File: config.mk
export PLATFORM = sky130hd
export DESIGN_NAME = seq_top
export DESIGN_NICKNAME = d
export VERILOG_FILES = /design/src/seq_pkg.sv /design/src/step_if.sv /design/src/seq_top.sv /design/src/trace_fifo.sv /design/src/apb_seq_regs.sv /design/src/step_controller.sv /design/src/state_encoder.sv /design/src/opcode_predecoder.sv
export SDC_FILE = /design/constraint.sdc
export NUM_CORES = 1
export LEC_CHECK = 0
export BUFFER_PORTS_ARGS = -buffer_cell sky130_fd_sc_hd__buf_2
export CAP_MARGIN = 20
export CORE_MARGIN = 10
export CORE_UTILIZATION = 50
export DETAILED_ROUTE_END_ITERATION = 12
export HOLD_SLACK_MARGIN = 0.05
export PLACE_DENSITY = 0.77
export SYNTH_ARGS = -nofsm -noshare
export SYNTH_HDL_FRONTEND = slang
export SYNTH_SLANG_ARGS = --single-unit
export TNS_END_PERCENT = 10
File: constraint.sdc
create_clock -name clk -period 2.4 [get_ports clk]
set_input_delay 0.24 -clock clk [delete_from_list [all_inputs] [get_ports clk]]
set_output_delay 0.24 -clock clk [all_outputs]
set_load 0.05 [all_outputs]
File: src/seq_pkg.sv
// ----------------------------------------
// Shared types of the step sequencer: class
// codes, step code, APB map, default sizes.
// ----------------------------------------
`default_nettype none

package seq_pkg;

        // Upper nibble class, lower nibble step index.
        typedef logic [7:0] step_code_t;

        typedef enum logic [3:0] {
                LD_R_N  = 4'd1,
                LD_R_IX = 4'd2,
                LD_R_IY = 4'd3,
                ALU_N   = 4'd4,
                ALU_IX  = 4'd5,
                ALU_IY  = 4'd6,
                JP_NN   = 4'd7,
                JP_CC   = 4'd8,
                JR_CC   = 4'd9,
                CALL_NN = 4'd10,
                CALL_CC = 4'd11,
                ILLEGAL = 4'd15
        } inst_class_e;

        localparam int N_CLASS = 16;    // Width of the one-hot set requests.

        typedef enum logic [1:0] {
                PFX_NONE = 2'd0,
                PFX_IX   = 2'd1,        // DD prefix.
                PFX_IY   = 2'd2         // FD prefix.
        } prefix_e;

        // Same order as the cc field of the opcode.
        typedef enum logic [1:0] {
                CC_NZ = 2'd0,
                CC_Z  = 2'd1,
                CC_NC = 2'd2,
                CC_C  = 2'd3
        } cond_e;

        localparam logic [31:0] ADDR_OPCODE = 32'h0;
        localparam logic [31:0] ADDR_FLAGS  = 32'h4;
        localparam logic [31:0] ADDR_STATUS = 32'h8;
        localparam logic [31:0] ADDR_TRACE  = 32'hC;

        localparam int TRACE_DEPTH_DEF = 8;

endpackage

`default_nettype wire
File: src/step_if.sv
// ----------------------------------------
// Set requests and step code between the
// controller and the state encoder.
// ----------------------------------------
`default_nettype none

interface step_if (
        input logic clk,
        input logic rst_n
);
        import seq_pkg::*;

        logic                   valid;
        logic [N_CLASS-1:0]     set_req;        // One-hot by class code.
        logic [3:0]             step;
        step_code_t             code;

        modport ctrl (output valid, output set_req, output step, input code);
        modport enc (input clk, input rst_n, input valid, input set_req, input step,
                     output code);

endinterface

`default_nettype wire

File: src/seq_top.sv
// ----------------------------------------
// Step sequencer top: APB regs, controller,
// encoder and trace FIFO.
// ----------------------------------------
`default_nettype none

module seq_top #(
        parameter int TRACE_DEPTH = seq_pkg::TRACE_DEPTH_DEF
) (
        input  logic            clk,
        input  logic            rst_n,
        input  logic            psel,
        input  logic            penable,
        input  logic            pwrite,
        input  logic [31:0]     paddr,
        input  logic [31:0]     pwdata,
        output logic [31:0]     prdata,
        output logic            pready,
        output logic            pslverr
);
        import seq_pkg::*;

        localparam int LW = $clog2(TRACE_DEPTH + 1);

        logic           start, busy, illegal;
        logic           push, pop, full, empty;
        prefix_e        prefix;
        logic [7:0]     opcode;
        logic [1:0]     flags;
        step_code_t     push_data, pop_data;
        logic [LW-1:0]  level;

        step_if u_sif (.clk(clk), .rst_n(rst_n));

        apb_seq_regs #(.TRACE_DEPTH(TRACE_DEPTH)) u_regs (
                .clk, .rst_n, .psel, .penable, .pwrite, .paddr, .pwdata,
                .prdata, .pready, .pslverr, .start, .prefix, .opcode, .flags,
                .busy, .illegal, .pop, .pop_data, .empty, .level
        );

        step_controller u_ctrl (
                .clk, .rst_n, .start, .prefix, .opcode, .flags, .busy, .illegal,
                .push, .push_data, .full, .sif(u_sif.ctrl)
        );

        state_encoder u_enc (.sif(u_sif.enc));

        trace_fifo #(.DEPTH(TRACE_DEPTH)) u_fifo (
                .clk, .rst_n, .push, .push_data, .pop, .pop_data, .full, .empty, .level
        );

endmodule

`default_nettype wire

File: src/trace_fifo.sv
// ----------------------------------------
// Trace FIFO of step codes, show-ahead read.
// ----------------------------------------
`default_nettype none

module trace_fifo #(
        parameter int DEPTH = seq_pkg::TRACE_DEPTH_DEF
) (
        input  logic                            clk,
        input  logic                            rst_n,
        input  logic                            push,
        input  seq_pkg::step_code_t             push_data,
        input  logic                            pop,
        output seq_pkg::step_code_t             pop_data,
        output logic                            full,
        output logic                            empty,
        output logic [$clog2(DEPTH+1)-1:0]      level
);
        import seq_pkg::*;

        localparam int AW = (DEPTH > 1) ? $clog2(DEPTH) : 1;
        localparam int LW = $clog2(DEPTH + 1);

        step_code_t     mem [DEPTH];
        logic [AW-1:0]  wr_ptr;
        logic [AW-1:0]  rd_ptr;
        logic           do_push;
        logic           do_pop;

        assign full     = (level == LW'(DEPTH));
        assign empty    = (level == '0);
        assign do_push  = push && !full;
        assign do_pop   = pop && !empty;
        assign pop_data = mem[rd_ptr];

        always_ff @(posedge clk) begin
                if (do_push) mem[wr_ptr] <= push_data;
        end

        always_ff @(posedge clk or negedge rst_n) begin
                if (!rst_n) begin
                        wr_ptr <= '0;
                        rd_ptr <= '0;
                        level  <= '0;
                end else begin
                        if (do_push) wr_ptr <= (wr_ptr == AW'(DEPTH - 1)) ? '0 : wr_ptr + 1'b1;
                        if (do_pop)  rd_ptr <= (rd_ptr == AW'(DEPTH - 1)) ? '0 : rd_ptr + 1'b1;
                        level <= level + LW'(do_push) - LW'(do_pop);
                end
        end

        a_no_overflow: assert property (@(posedge clk) disable iff (!rst_n) !(push && full));
        a_no_underflow: assert property (@(posedge clk) disable iff (!rst_n) !(pop && empty));

endmodule

`default_nettype wire

File: src/apb_seq_regs.sv
// ----------------------------------------
// APB slave: opcode, flags, status and
// trace registers with error responses.
// ----------------------------------------
`default_nettype none

module apb_seq_regs #(
        parameter int TRACE_DEPTH = seq_pkg::TRACE_DEPTH_DEF
) (
        input  logic                            clk,
        input  logic                            rst_n,
        input  logic                            psel,
        input  logic                            penable,
        input  logic                            pwrite,
        input  logic [31:0]                     paddr,
        input  logic [31:0]                     pwdata,
        output logic [31:0]                     prdata,
        output logic                            pready,
        output logic                            pslverr,
        output logic                            start,
        output seq_pkg::prefix_e                prefix,
        output logic [7:0]                      opcode,
        output logic [1:0]                      flags,
        input  logic                            busy,
        input  logic                            illegal,
        output logic                            pop,
        input  seq_pkg::step_code_t             pop_data,
        input  logic                            empty,
        input  logic [$clog2(TRACE_DEPTH+1)-1:0] level
);
        import seq_pkg::*;

        logic access;
        logic wr_acc;
        logic rd_acc;
        logic ill_sticky;

        assign access = psel && penable;
        assign wr_acc = access && pwrite;
        assign rd_acc = access && !pwrite;

        assign pready  = 1'b1;          // Zero wait states.
        assign start   = wr_acc && (paddr == ADDR_OPCODE) && !busy;
        assign pop     = rd_acc && (paddr == ADDR_TRACE) && !empty;
        assign pslverr = (wr_acc && (paddr == ADDR_OPCODE) && busy) ||
                         (rd_acc && (paddr == ADDR_TRACE) && empty);

        always_comb begin
                prdata = '0;
                if (rd_acc) begin
                        case (paddr)
                                ADDR_OPCODE: prdata = {22'd0, prefix, opcode};
                                ADDR_FLAGS:  prdata = {30'd0, flags};
                                ADDR_STATUS: prdata = {16'd0, 8'(level), 6'd0, ill_sticky, busy};
                                ADDR_TRACE:  prdata = empty ? '0 : {24'd0, pop_data};
                                default:     prdata = '0;
                        endcase
                end
        end

        always_ff @(posedge clk or negedge rst_n) begin
                if (!rst_n) begin
                        prefix     <= PFX_NONE;
                        opcode     <= '0;
                        flags      <= '0;
                        ill_sticky <= 1'b0;
                end else begin
                        if (start) begin
                                prefix <= prefix_e'(pwdata[9:8]);
                                opcode <= pwdata[7:0];
                        end
                        if (wr_acc && paddr == ADDR_FLAGS) flags <= pwdata[1:0];
                        // Illegal pulse comes one cycle after the clearing write.
                        if (illegal) ill_sticky <= 1'b1;
                        else if (start) ill_sticky <= 1'b0;
                end
        end

endmodule

`default_nettype wire

File: src/step_controller.sv
// ----------------------------------------
// Step controller: sequencing FSM, step
// counter, condition check, flip-flop I.
// ----------------------------------------
`default_nettype none

module step_controller (
        input  logic                    clk,
        input  logic                    rst_n,
        input  logic                    start,
        input  seq_pkg::prefix_e        prefix,
        input  logic [7:0]              opcode,
        input  logic [1:0]              flags,          // {Z, C}
        output logic                    busy,
        output logic                    illegal,
        output logic                    push,
        output seq_pkg::step_code_t     push_data,
        input  logic                    full,
        step_if.ctrl                    sif
);
        import seq_pkg::*;

        typedef enum logic [1:0] {S_IDLE, S_DECODE, S_RUN} state_e;

        state_e         state;
        inst_class_e    dec_class;
        inst_class_e    cls;
        cond_e          cc;
        logic           taken;
        logic [3:0]     n_steps;
        logic [3:0]     step_idx;
        logic [3:0]     last_idx;
        step_code_t     ff_i;

        opcode_predecoder u_predec (
                .prefix     (prefix),
                .opcode     (opcode),
                .inst_class (dec_class),
                .cc         (cc)
        );

        always_comb begin
                taken = 1'b0;
                case (cc)
                        CC_NZ: taken = !flags[1];
                        CC_Z:  taken = flags[1];
                        CC_NC: taken = !flags[0];
                        CC_C:  taken = flags[0];
                        default: taken = 1'b0;
                endcase
        end

        always_comb begin
                case (dec_class)
                        LD_R_N, ALU_N:                          n_steps = 4'd2;
                        LD_R_IX, LD_R_IY, ALU_IX, ALU_IY:       n_steps = 4'd4;
                        JP_NN:                                  n_steps = 4'd3;
                        JP_CC:          n_steps = taken ? 4'd3 : 4'd2;
                        JR_CC:          n_steps = taken ? 4'd2 : 4'd1;
                        CALL_NN:                                n_steps = 4'd5;
                        CALL_CC:        n_steps = taken ? 4'd5 : 4'd3;
                        default:                                n_steps = 4'd1;
                endcase
        end

        assign busy    = (state != S_IDLE);
        assign illegal = (state == S_DECODE) && (dec_class == ILLEGAL);

        assign sif.valid   = (state == S_RUN);
        assign sif.set_req = sif.valid ? (N_CLASS'(1) << cls) : '0;
        assign sif.step    = step_idx;

        assign push      = sif.valid && !full;  // Step holds while the FIFO is full.
        assign push_data = sif.code;

        always_ff @(posedge clk or negedge rst_n) begin
                if (!rst_n) begin
                        state    <= S_IDLE;
                        cls      <= ILLEGAL;
                        step_idx <= '0;
                        last_idx <= '0;
                        ff_i     <= '0;
                end else begin
                        case (state)
                                S_IDLE: if (start) state <= S_DECODE;
                                S_DECODE: begin
                                        cls      <= dec_class;  // Flags sampled here.
                                        last_idx <= n_steps - 4'd1;
                                        step_idx <= '0;
                                        state    <= S_RUN;
                                end
                                S_RUN: if (push) begin
                                        ff_i     <= sif.code;
                                        step_idx <= step_idx + 4'd1;
                                        if (step_idx == last_idx) state <= S_IDLE;
                                end
                                default: state <= S_IDLE;
                        endcase
                end
        end

        a_onehot: assert property (@(posedge clk) disable iff (!rst_n)
                sif.valid |-> $onehot(sif.set_req));

        a_no_push_full: assert property (@(posedge clk) disable iff (!rst_n)
                push |-> !full);

        // Codes of one instruction follow flip-flop I by one step.
        a_step_order: assert property (@(posedge clk) disable iff (!rst_n)
                push && step_idx != 4'd0 |-> push_data == ff_i + 8'd1);

endmodule

`default_nettype wire

File: src/state_encoder.sv
// ----------------------------------------
// Flip-flop I encoder: OR of set requests
// per code bit plus the step index.
// ----------------------------------------
`default_nettype none

module state_encoder (
        step_if.enc sif
);
        import seq_pkg::*;

        logic [3:0] class_bits;

        // Set requests of all classes whose code has bit b set.
        function automatic logic [N_CLASS-1:0] members(input int b);
                logic [N_CLASS-1:0] m;
                for (int i = 0; i < N_CLASS; i++) begin
                        m[i] = i[b];
                end
                return m;
        endfunction

        for (genvar b = 0; b < 4; b++) begin : g_bit
                assign class_bits[b] = |(sif.set_req & members(b));
        end

        assign sif.code = {class_bits, sif.step};

        // A live step always names a real class.
        a_code_nonzero: assert property (@(posedge sif.clk) disable iff (!sif.rst_n)
                sif.valid |-> sif.code != '0);

endmodule

`default_nettype wire

File: src/opcode_predecoder.sv
// ----------------------------------------
// Opcode predecoder: prefix and opcode to
// instruction class and condition field.
// ----------------------------------------
`default_nettype none

module opcode_predecoder (
        input  seq_pkg::prefix_e        prefix,
        input  logic [7:0]              opcode,
        output seq_pkg::inst_class_e    inst_class,
        output seq_pkg::cond_e          cc
);
        import seq_pkg::*;

        logic [2:0] r_field;
        logic       low_110;
        logic       indexed;

        assign r_field = opcode[5:3];
        assign low_110 = (opcode[2:0] == 3'b110);
        assign indexed = (prefix == PFX_IX) || (prefix == PFX_IY);

        always_comb begin
                inst_class = ILLEGAL;
                if (prefix == PFX_NONE) begin
                        if (opcode[7:6] == 2'b00 && low_110 && r_field != 3'b110) begin
                                inst_class = LD_R_N;            // 00rrr110
                        end else if (opcode[7:6] == 2'b11 && low_110 && r_field[2]) begin
                                inst_class = ALU_N;             // E6 EE F6 FE
                        end else if (opcode == 8'hC3) begin
                                inst_class = JP_NN;
                        end else if (opcode[7:5] == 3'b110 && opcode[2:0] == 3'b010) begin
                                inst_class = JP_CC;
                        end else if (opcode[7:5] == 3'b001 && opcode[2:0] == 3'b000) begin
                                inst_class = JR_CC;
                        end else if (opcode == 8'hCD) begin
                                inst_class = CALL_NN;
                        end else if (opcode[7:5] == 3'b110 && opcode[2:0] == 3'b100) begin
                                inst_class = CALL_CC;
                        end
                end else if (indexed) begin
                        // Only the (IX+d) and (IY+d) memory forms are known here.
                        if (opcode[7:6] == 2'b01 && low_110 && r_field != 3'b110) begin
                                inst_class = (prefix == PFX_IX) ? LD_R_IX : LD_R_IY;
                        end else if (opcode[7:6] == 2'b10 && low_110 && r_field[2]) begin
                                inst_class = (prefix == PFX_IX) ? ALU_IX : ALU_IY;
                        end
                end
        end

        assign cc = cond_e'(opcode[4:3]);       // Only meaningful for the cc classes.

endmodule

`default_nettype wire

**Yosys cells after proc, flatten, opt, wreduce, memory -nomap -nowiden**

Memories as Yosys holds them, arrays and structs flattened.
Cells that the tools add are included.

- Add/subtract/negate cells: 6
- Equality and inequality tests: 40
- Shift operators: 1
- Multiplexer cells: 34
- Reduce and logical (&&, ||, !) cells: 51

Operators with widths:

| kind | number |
|---|---|
| $pmux W32 S4 | 1 |
| $eq A32 B4 Y1 const B | 2 |
| $eq A32 B3 Y1 const B | 1 |
| $logic_not A32 Y1 | 1 |
| $mux W32 | 1 |
| $mux W4 | 8 |
| $reduce_or A8 Y1 | 4 |
| $pmux W4 S7 | 1 |
| $logic_and A1 B1 Y1 | 25 |
| $eq A4 B4 Y1 const B | 6 |
| $mux W3 | 7 |
| $eq A4 B3 Y1 const B | 4 |
| $eq A8 B8 Y1 const B | 2 |
| $mux W16 | 1 |
| $shl A1 B4 Y16 const A | 1 |
| $eq A3 B3 Y1 const B | 5 |
| $eq A2 B2 Y1 const B | 6 |
| $mux W2 | 5 |
| $eq A2 B1 Y1 const B | 4 |
| $eq A4 B2 Y1 const B | 2 |
| $logic_not A2 Y1 | 4 |
| $mux W8 | 1 |
| $pmux W4 S2 | 1 |
| $add A3 B1 Y3 const B | 2 |
| other kinds (23) | 37 |

- Bits in registers: 37
- RAM bits: 64
- Input port bits: 69
- Output and inout bits: 34
- Logic and storage cells: 144
- Memories: 1

Memory list:

| name | depth | width | rd ports | clocked after Yosys merged registers in | write ports | line | source |
|---|---|---|---|---|---|---|---|
| u_fifo.mem | 8 | 8 | 1 | 0 | 1 | trace_fifo.sv:24 | `step_code_t mem [DEPTH];` |

**Logic depth before layout (Yosys ltp)**

Gate-level depths: netlist of run 1.

- Depth in word-level cells: 14
- Mapped depth: 12
- Depth with buffers taken out: 12

**Cells and area by module**

Synthesis of run 1 repeated with hierarchy kept, for this count alone.

- Cell total of the unflattened synthesis: 435
- Area total of the unflattened synthesis: 5474.0 sq um

By module, submodules not included:

| module | times used | cells each | area an instance (sq um) | sequential area each (sq um) |
|---|---|---|---|---|
| trace_fifo | 1 | 152 | 3104.2 | 2172.1 |
| apb_seq_regs | 1 | 107 | 1034.7 | 325.3 |
| step_controller | 1 | 123 | 963.4 | 355.3 |
| opcode_predecoder | 1 | 38 | 276.5 | 0.0 |
| state_encoder | 1 | 15 | 95.1 | 0.0 |

**Worst setup path before layout of run 1**

OpenSTA, ideal clock, no wires.

- Path kind: register -> register
- Start point: register u_regs.opcode[5]
- End point: register u_ctrl.last_idx[2]
- Library setup time: 0.124 ns
- Arrival time: 2.531 ns
- Data required time: 2.276 ns
- Slack: -0.255 ns
- Stages on the path, launching flop included: 12
- Buffers on the path: 1
- Clock period less this slack: 2.655 ns
- Cells stage by stage: dfrtp_1 -> buf_2 -> and3b_1 -> a221o_1 -> a31o_2 -> o21ai_1 -> inv_1 -> o22a_1 -> a2bb2oi_1 -> ha_1 -> o31a_1 -> o31a_1

- Cells in the longest elaborated chain, start to end: 14
- Elaborated cells between the ends (all ways): 38
- Those cells by class: add/sub (1); eq/ne (16); mux (12); reduce/logical (9)

RTL lines:

| element | line | source |
|---|---|---|
| start, declared | apb_seq_regs.sv:22 | `output logic [7:0] opcode,` |
| start signal, assigned | apb_seq_regs.sv:70 | `opcode <= pwdata[7:0];` |
| $eq A3 B3 Y1 | opcode_predecoder.sv:32, opcode_predecoder.sv:38 |  |
| $logic_and A1 B1 Y1 | opcode_predecoder.sv:38 | `end else if (opcode[7:5] == 3'b110 && opcode[2:0] == 3'b100) begin` |
| $mux W3 | opcode_predecoder.sv:38 |  |
| $mux W3 | opcode_predecoder.sv:36 | `end else if (opcode == 8'hCD) begin` |
| $mux W3 | opcode_predecoder.sv:34 | `end else if (opcode[7:5] == 3'b001 && opcode[2:0] == 3'b000) begin` |
| $mux W3 | opcode_predecoder.sv:32 | `end else if (opcode[7:5] == 3'b110 && opcode[2:0] == 3'b010) begin` |
| $mux W4 | opcode_predecoder.sv:30 | `end else if (opcode == 8'hC3) begin` |
| $mux W4 | opcode_predecoder.sv:28 | `end else if (opcode[7:6] == 2'b11 && low_110 && r_field[2]) begin` |
| $mux W4 | opcode_predecoder.sv:26 | `if (opcode[7:6] == 2'b00 && low_110 && r_field != 3'b110) begin` |
| $mux W4 * | opcode_predecoder.sv:25 | `if (prefix == PFX_NONE) begin` |
| $eq A4 B2 Y1 (tied with other cells) | step_controller.sv:54 | `case (dec_class)` |
| $reduce_or A4 Y1 / $reduce_or A2 Y1 (equally long branches) | step_controller.sv:54 |  |
| $pmux W4 S7 * | step_controller.sv:54 |  |
| $sub A4 B1 Y4 * | step_controller.sv:88 | `last_idx <= n_steps - 4'd1;` |
| end signal, assigned | step_controller.sv:88 |  |
| end, declared | step_controller.sv:32 | `logic [3:0] last_idx;` |

Mark *: on every way between the ends. The rest lies on a longest branch, timed or not.
A chain may end at the register's enable or synchronous reset.

**Worst setup path in the final report of run 1**

Ends and elaborated chain as after synthesis.

==> reports/metrics.cfg, run 1 <==
[run_status]
status=finished with violations
violations=negative setup slack

[clocking]
numCtsBuffers=9
clock_sinks=101
clock-root-buffer=clkbuf_8
clk_path_buf_depth=2
cts_tree=built
clk-insertion-delay-late_ns=0.36
cts_htree_levels=3
path_clk_slew_ns=0.09

[logic_synthesis]
synth.distinct_cells=55
synth-async-reset-ratio=0.3663
synth_ff_type=edfxtp_1
mappedNetlistArea_um2=5091
synth-seq-cells=101
syn_avg_cell_area_um2=12.82
syn_inst=397
yosys_warnings=0
seq_area_frac_synth=0.5603
synth_edf_count=64

[pwr]
leakagePower_uw=0.002549
power.density_nw_per_um2=457.6
peakVddDrop_mv=0.2456
finalPower_uw=2970

[sta]
max_freq_ghz=0.3785
finalSetupViolations=6
period_share=1.101
hold_viol_final=0
max_slew_margin=0.4285
fin_tns_setup_ns=-0.4751
rsz0062_at_grt=yes
setup_ws_ns=-0.2420
drv_slew=0
skew_ns=0.009357
period_minus_slack_ns=2.642
worst_slew_pin_slew_ns=0.8573

[floorplanning]
dieArea_um2=14620
start_util=0.5161
ios=103
core_um2=9864
die_h_um=120.9
rows=36
die_w_um=120.9

[setup_path]
end_kind=flop
crit_type=reg -> reg
arrival_ns=2.89
reg2reg_slack_ns=-0.24
cp.required_ns=2.65
crit_path_start_kind=flop
crit_slowest_cell=or4_4
cp_max_fo=5
crit_path_cell_trace=and3b_2 -> or4_4 -> a21oi_2 -> a311oi_2 -> buf_4 -> a21oi_4 -> o32ai_4 -> nor2_4 -> ha_4 -> nor4_4 -> o31a_1
cpPeakStageDelay_ns=0.56

[cells_and_area]
diodes=0
syn2layout_area_growth_pct=27.48
final_common_cell=buf_4
final_cell_mix=buf_4 (67), edfxtp_1 (64), buf_2 (50)
post-route-util=0.6579
nets=602
final_cell_area_um2=6490
final_cells=656
drive_gt1_frac=0.4512

[grt]
first_global_vias=3875
grt_pass1_wl_um=20070
grt_use_total=0.1745
grt_max_degree=38
gr-total-overflow=0
antenna_found_initial=0

[route]
antenna_left=0
post-route-drc-count=0
viasPerCell=5.561
routed_wl_um=12840
vias=3648
dr.pass1.iters=5
routedWlPerCell_um=19.57
drt-initial-drc-count=235

[flow_run]
drv_cap=0

[place]
placed_cells=629
gp_congestion=0.9163
dpl-instance-area_um2=5877
port_buffers=59
hpwl_um=8848

[hold_path]
hold_class=in -> reg

## cells by family after synthesis
kind of cell | Yosys count | synth area share
compound gates | 48 | 0.06906
xor+xnor | 11 | 0.01892
fa+ha+maj | 15 | 0.03834
buf+inv | 55 | 0.05874
flops | 101 | 0.5603
mux | 44 | 0.1317
other cells | 2 | 0.001475
simple gates | 121 | 0.1214
## critical path, delay by kind of cell, from the launching register on
kind            cells  cell delay (ns)
buf+inv             1             0.19
compound gates      5             0.75
flops               1             0.45
fa+ha+maj           1             0.15
simple gates        4             0.98
## path summary, 6_finish.rpt
path	from	endpoint	cells past startpoint
max in group asynchronous	rst_n	u_regs.opcode[2]	2
setup / recovery	u_regs.opcode[5]	u_ctrl.last_idx[2]	11
hold / removal	pwdata[8]	u_regs.prefix[0]	2
min in group asynchronous	rst_n	u_regs.prefix[1]	2
hold reg to reg	u_ctrl.cls[3]	u_ctrl.cls[3]	2
setup reg to reg	u_regs.opcode[5]	u_ctrl.last_idx[2]	11
## routing by layer
metal,wire [um],vias to the layer above,GRT usage
li1,-,1671,-
met2,6396,159,0.2901
met3,1067,26,0.04700
met1,4995,1792,0.2021
met5,0,-,0
met4,382,0,0.09125
## layout make-up
| class | count | area (um^2) |
|---|---|---|
| fillers | 682 | 3374 |
| flip-flops and latches | 101 | 2856 |
| multi-input cells | 260 | 2321 |
| repair buffers | 129 | 904.6 |
| well taps | 133 | 166.4 |
| clock buffers | 12 | 145.1 |
| inverters | 17 | 63.81 |
| clock inverters | 4 | 32.53 |
## sequential cells by signal (all words and copies together), names as in the netlist
signal / cells
u_regs.flags: 2
u_ctrl.cls: 4
u_regs.ill_sticky: 1
u_ctrl.last_idx: 4
u_ctrl.state: 2
u_fifo.wr_ptr: 3
u_fifo.mem: 64
u_fifo.rd_ptr: 3
u_regs.prefix: 2
u_fifo.level: 4
u_regs.opcode: 8
u_ctrl.sif.step: 4
## power by group
| part | internal (uW) | switching (uW) | total [uW] |
|---|---|---|---|
| Sequential | 1830 | 0.0000604 | 1830 |
| Combinational | 34.3 | 117 | 151 |
| Clock | 412 | 575 | 987 |
## timing repair
action / 4_1_cts / 5_1_grt
endpoints found under the setup margin: 12 / 19
buffers inserted: 9 / 1
gates resized for setup: 44 / 32
endpoints found under the hold margin: 33 / 0
hold buffers: 1 / 0
pin swaps: 14 / 11
## metrics by stage
stage / hold WS (ns) / worst slack (ns)
floorplan: -0.05559 / -0.1867
global placement: 0.3778 / -0.2804
CTS: 0.09095 / -0.1487
global route: 0.08976 / -0.3412
finish: 0.1044 / -0.2420
detailed placement: 0.3879 / -0.3305
## cells in the mapped netlist (all sizes together) (3+ instances only)
cell type / instances / area (um^2)
a21oi: 5 / 28.78
a22oi: 6 / 45.04
and2: 7 / 46.30
and3: 3 / 18.77
buf: 31 / 209.0
clkbuf: 7 / 26.28
dfrtp: 33 / 825.8
dfstp: 4 / 105.1
edfxtp: 64 / 1922
ha: 14 / 175.2
inv: 17 / 63.81
mux2: 24 / 270.3
mux2i: 4 / 40.04
mux4: 16 / 360.4
nand2: 33 / 123.9
nand2b: 5 / 31.28
nand3: 9 / 45.04
nand4b: 3 / 26.28
nor2: 27 / 101.4
nor2b: 4 / 25.02
nor3: 8 / 40.04
nor4: 13 / 87.58
o21ai: 13 / 65.06
o31ai: 3 / 22.52
o32ai: 4 / 35.03
xnor2: 5 / 43.79
xor2: 6 / 52.55
(Power assumes the default switching activity.)
==> run 2, diff against run 1 <==
--- a/config.mk
+++ b/config.mk
@@ -10,8 +10,8 @@
 export CORE_MARGIN = 10
 export CORE_UTILIZATION = 50
 export DETAILED_ROUTE_END_ITERATION = 12
-export HOLD_SLACK_MARGIN = 0.05
 export PLACE_DENSITY = 0.77
+export SETUP_SLACK_MARGIN = 0.5
 export SYNTH_ARGS = -nofsm -noshare
 export SYNTH_HDL_FRONTEND = slang
 export SYNTH_SLANG_ARGS = --single-unit
==> constraint.sdc (replaced) <==
create_clock -name clk -period 2.4 [get_ports clk]
set_input_delay 0.12 -clock clk [delete_from_list [all_inputs] [get_ports clk]]
set_output_delay 0.12 -clock clk [all_outputs]
set_load 0.05 [all_outputs]
==> reports/metrics.cfg, run 2 (synthesis results as in run 1) <==
[route]
viasPerCell=5.570
dr.pass1.iters=4
antenna_left=0
vias=3704
routedWlPerCell_um=19.76
routed_wl_um=13140
post-route-drc-count=0
drt-initial-drc-count=205

[setup_path]
crit_slowest_cell=dfrtp_1
reg2reg_slack_ns=-0.17
reg2reg_depth=12
cp_max_fo=3
r2r_start=u_regs.prefix[0]
crit_path_start_kind=flop
cp.required_ns=2.71
path_buf_inv=2
crit_path_cell_trace=inv_2 -> ha_4 -> nand4b_1 -> buf_4 -> nor3_4 -> o32a_1 -> o221ai_2 -> o22a_1 -> a2bb2oi_2 -> ha_2 -> nor4_2 -> o31a_1
cpPeakStageDelay_ns=0.38
crit_family=compound AO/OA/AOI/OAI gates
arrival_ns=2.89
r2r_end=u_ctrl.last_idx[2]
end_kind=flop
crit_type=reg -> reg

[grt]
grt_use_total=0.1780
first_global_vias=3833
grt_pass1_wl_um=20330
grt_max_degree=38
grt_use_met1=0.2176
grt.met3_usage=0.04886
gr-total-overflow=0
top_usage_layer=met2
antenna_found_initial=0
gr-usage-met2=0.2959

[sta]
fin_hold_ws_ns=0.2838
rsz0062_at_grt=yes
max_freq_ghz=0.3886
finalSetupViolations=4
hold_viol_final=0
drv_slew=0
max_slew_margin=0.4343
skew_ns=0.01169
fin_tns_setup_ns=-0.2355
worst_slew_pin_slew_ns=0.8485
setup_ws_ns=-0.1734
period_share=1.072
period_minus_slack_ns=2.573

[clocking]
numCtsBuffers=9
clk-insertion-delay-late_ns=0.37
clk_path_buf_depth=2
clock-root-buffer=clkbuf_8
cts_htree_levels=3
clock_sinks=101
path_clk_slew_ns=0.09
cts_tree=built

[flow_run]
drv_cap=0

[cells_and_area]
diodes=0
largest_reg_flops=64
final_cells=665
post-route-util=0.6829
nets=611
drive_gt1_frac=0.4756
final_cell_mix=edfxtp_1 (64), buf_4 (62), buf_2 (43)
reg_top3=u_fifo.mem: 64 flops, u_regs.opcode: 8 flops
fillers=642
syn2layout_area_growth_pct=32.32
final_common_cell=edfxtp_1
final_cell_area_um2=6736
regMostFlops=u_fifo.mem

[hold_path]
hold_start=paddr[2]
holdPathStages=3
hold_class=in -> reg
min_to=u_regs.flags[0]

[floorplanning]
dieArea_um2=14620
die_h_um=120.9
ios=103
start_util=0.5161
rows=36
die_w_um=120.9
core_um2=9864

[pwr]
switching_power_uw=710.4
leakagePower_uw=0.002613
seqPwrFrac=0.615
power.density_nw_per_um2=442.0
peakVddDrop_mv=0.2611
p_sw_frac=0.2386
p_int_uw=2267
comb_power_share=0.057
p_clk_frac=0.328

[place]
gp_congestion=0.9517
placed_cells=627
hpwl_um=8752
port_buffers=59
dpl-instance-area_um2=5942

[run_status]
status=finished with violations
violations=negative setup slack

-- run 2: changes by cell type in the layout (fill, tap and decap cells not counted), sizes merged --
cell | previous run | this run
clkinvlp | 2 | 0
buf | 128 | 126
clkinv | 1 | 3
inv | 18 | 19
dlygate4sd3 | 1 | 11
-- run 2: timing repair --
| item | in CTS | in global routing |
|---|---|---|
| endpoints found under the setup margin | 20 | 55 |
| hold buffers | 11 | 0 |
| gates resized for setup | 58 | 39 |
| setup buffers | 3 | 6 |
| pin swaps | 21 | 30 |
| hold endpoints to repair | 45 | 0 |
| gates cloned | 2 | 0 |
-- run 2: stage by stage --
stage	worst slack, ns	total power (uW)
2_1_floorplan	-0.01015	1982
3_3_place_gp	-0.1293	2009
3_5_place_dp	-0.2187	2011
4_1_cts	-0.1390	2988
5_1_grt	-0.3549	3077
6_report	-0.1734	2977
-- run 2: final cells by class --
| cell class | instances | area (um^2) | share of cell area |
|---|---|---|---|
| Multi-Input combinational cell | 260 | 2390 | 0.3548 |
| Tap cell | 133 | 166.4 | 0.02470 |
| Clock inverter | 5 | 37.54 | 0.005572 |
| Inverter | 17 | 66.31 | 0.009844 |
| Timing Repair Buffer | 138 | 1089 | 0.1616 |
| Clock buffer | 11 | 131.4 | 0.01950 |
| Sequential cell | 101 | 2856 | 0.4240 |
-- run 2: routing by layer --
layer	routed length, um	share of wire
met1	5267	0.40
met2	6418	0.49
met3	1114	0.085
met4	343	0.026
met5	0	0
-- run 2: worst max-delay path by stage --
stage	from	endpoint	depth (start not counted)	slack [ns]
2_1_floorplan	u_regs.opcode[0]	u_ctrl.last_idx[2]	9	-0.01
3_3_place_gp	paddr[0]	u_fifo.level[1]	12	-0.13
3_5_place_dp	u_regs.prefix[1]	u_ctrl.last_idx[2]	12	-0.22
4_1_cts	u_regs.opcode[5]	u_ctrl.last_idx[2]	10	-0.14
5_1_grt	u_regs.prefix[0]	u_ctrl.last_idx[2]	12	-0.35
6_report	u_regs.prefix[0]	u_ctrl.last_idx[2]	12	-0.17
-- run 2: power by group through the flow --
stage	logic [uW]	clock network (uW)	registers [uW]
2_1_floorplan	112	0	1870
6_report	170	976	1830
3_3_place_gp	140	0	1870
5_1_grt	180	1060	1830
3_5_place_dp	142	0	1870
4_1_cts	162	994	1830
-- run 2: worst min-delay path, cell delays in order --
cell and delay, ns:
buf_2 0.16, nand4b_1 0.18, mux2_2 0.17
==> run 3, diff against run 2 <==
--- a/config.mk
+++ b/config.mk
@@ -5,12 +5,12 @@
 export SDC_FILE = /design/constraint.sdc
 export NUM_CORES = 1
 export LEC_CHECK = 0
-export BUFFER_PORTS_ARGS = -buffer_cell sky130_fd_sc_hd__buf_2
 export CAP_MARGIN = 20
 export CORE_MARGIN = 10
-export CORE_UTILIZATION = 50
+export CORE_UTILIZATION = 57
 export DETAILED_ROUTE_END_ITERATION = 12
-export PLACE_DENSITY = 0.77
+export DONT_BUFFER_PORTS = 1
+export PLACE_DENSITY = 0.75
 export SETUP_SLACK_MARGIN = 0.5
 export SYNTH_ARGS = -nofsm -noshare
 export SYNTH_HDL_FRONTEND = slang
==> reports/metrics.cfg, run 3 (synthesis results as in run 1) <==
[route]
antenna_left=0
routedWlPerCell_um=21.55
viasPerCell=5.946
post-route-drc-count=0
vias=3538
drt-initial-drc-count=292
dr.pass1.iters=5
routed_wl_um=12820

[cells_and_area]
final_common_cell=buf_4
largest_reg_flops=64
nets=566
diodes=0
drive_gt1_frac=0.4312
regMostFlops=u_fifo.mem
final_cell_mix=buf_4 (68), edfxtp_1 (64), dfrtp_1 (30)
reg_top3=u_fifo.mem: 64 flops, u_regs.opcode: 8 flops
syn2layout_area_growth_pct=27.35

[setup_path]
arrival_ns=2.85
path_buf_inv=0
r2r_start=u_regs.opcode[1]
crit_family=simple AND/OR/NAND/NOR gates
crit_slowest_cell=or4_4
cp.required_ns=2.66
end_kind=flop
cp_max_fo=6
cpPeakStageDelay_ns=0.57
crit_path_cell_trace=nand3b_1 -> or4_4 -> nand2_2 -> o21ai_4 -> xnor2_1 -> o32ai_2 -> a2bb2oi_2 -> ha_2 -> o31a_1 -> o31a_1
critPathLaunch=u_regs.opcode[1]
crit_path_start_kind=flop
reg2reg_depth=10
cpMostUsedCell=o31a_1
reg2reg_slack_ns=-0.18
r2r_end=u_ctrl.last_idx[2]
crit_type=reg -> reg

[pwr]
power.density_nw_per_um2=485.5
peakVddDrop_mv=0.4168
leakagePower_uw=0.002484

[sta]
period_minus_slack_ns=2.585
max_freq_ghz=0.3869
skew_ns=0.01855
fin_tns_setup_ns=-0.3632
drv_slew=0
rsz0062_at_grt=yes
max_slew_margin=0.5756
period_share=1.077
worst_slew_pin_slew_ns=0.6366
finalSetupViolations=3
hold_viol_final=0
setup_ws_ns=-0.1850

[floorplanning]
ios=103
rows=34
core_um2=8721
dieArea_um2=13110
die_w_um=114.5
start_util=0.5838
die_h_um=114.5

[grt]
grt_use_total=0.1946
grt_pass1_wl_um=19870
first_global_vias=3683
antenna_found_initial=0
gr-total-overflow=0
grt_max_degree=38

[clocking]
clk_path_buf_depth=2
clock-root-buffer=clkbuf_8
cts_htree_levels=3
numCtsBuffers=9
path_clk_slew_ns=0.11
clk-insertion-delay-late_ns=0.38
clock_sinks=101
cts_tree=built

[flow_run]
drv_cap=0

[place]
gp_congestion=0.8771
pre_cts_ws_ns=-0.2102
port_buffers=0
hpwl_um=8383

[hold_path]
hold_class=in -> reg
hold_start=paddr[2]
min_to=u_regs.flags[0]
holdPathStages=2

[run_status]
status=finished with violations
violations=negative setup slack

[run 3: changes by cell type in the layout (fill, tap and decap cells not counted), moves of 4 or more]
cell and delta:
buf_6 -7, nor4_4 -4, buf_2 -43, nand2_2 -4, buf_4 +6
[run 3: how the worst max path moves through the flow]
stage                              end  depth (start not counted)
detailed placement  u_ctrl.last_idx[2]                         12
floorplan           u_ctrl.last_idx[2]                          9
finish              u_ctrl.last_idx[2]                         10
global route        u_ctrl.last_idx[2]                         11
CTS                 u_ctrl.last_idx[2]                          9
global placement       u_fifo.level[1]                         11
[run 3: layer usage]
layer / track usage / up-vias / share of wire
met5: 0 / - / 0
li1: - / 1599 / -
met2: 0.3194 / 145 / 0.49
met4: 0.06850 / 0 / 0.020
met1: 0.2411 / 1780 / 0.40
met3: 0.05346 / 14 / 0.089
[run 3: layout make-up]
| cell class | instances | area (um^2) |
|---|---|---|
| clock buffer | 9 | 123.9 |
| clock inverter | 7 | 100.1 |
| fill | 527 | 2237 |
| inverter | 17 | 68.82 |
| multi-input combinational | 260 | 2367 |
| sequential | 101 | 2856 |
| tap | 108 | 135.1 |
| timing repair buffer | 93 | 832.0 |
[run 3: power breakdown]
group,switching [uW],total (uW),internal (uW)
Sequential,0.0000742,1830,1830
Clock,675,1200,522
Combinational,95.9,119,22.8
[run 3: stage by stage]
| stage | total power, uW | instances | instance area, um^2 | hold WS [ns] | util |
|---|---|---|---|---|---|
| floorplan | 1982 | 416 | 5275 | -0.1756 | - |
| global placement | 1953 | 554 | 5693 | -0.1741 | 0.6528 |
| detailed placement | 1953 | 554 | 5693 | -0.1741 | 0.6528 |
| CTS | 3159 | 590 | 6289 | 0.04192 | 0.7211 |
| global route | 3240 | 595 | 6484 | 0.03605 | 0.7435 |
| finish | 3148 | 595 | 6484 | 0.04633 | 0.7435 |
[run 3: worst register-to-register path, cell delays in order, from the launching register on]
cell and delay [ns]:
dfrtp_1 0.50, nand3b_1 0.22, or4_4 0.57, nand2_2 0.13
o21ai_4 0.10, xnor2_1 0.15, o32ai_2 0.16, a2bb2oi_2 0.09
ha_2 0.20, o31a_1 0.10, o31a_1 0.27
[run 3: what timing repair did]
| action | CTS | global route |
|---|---|---|
| pin swaps | 19 | 19 |
| buffers inserted | 6 | 5 |
| gates resized for setup | 37 | 38 |
| cloned | 2 | 0 |
| hold endpoints to repair | 49 | 0 |
| endpoints found under the setup margin | 25 | 70 |
| hold buffers | 12 | 0 |
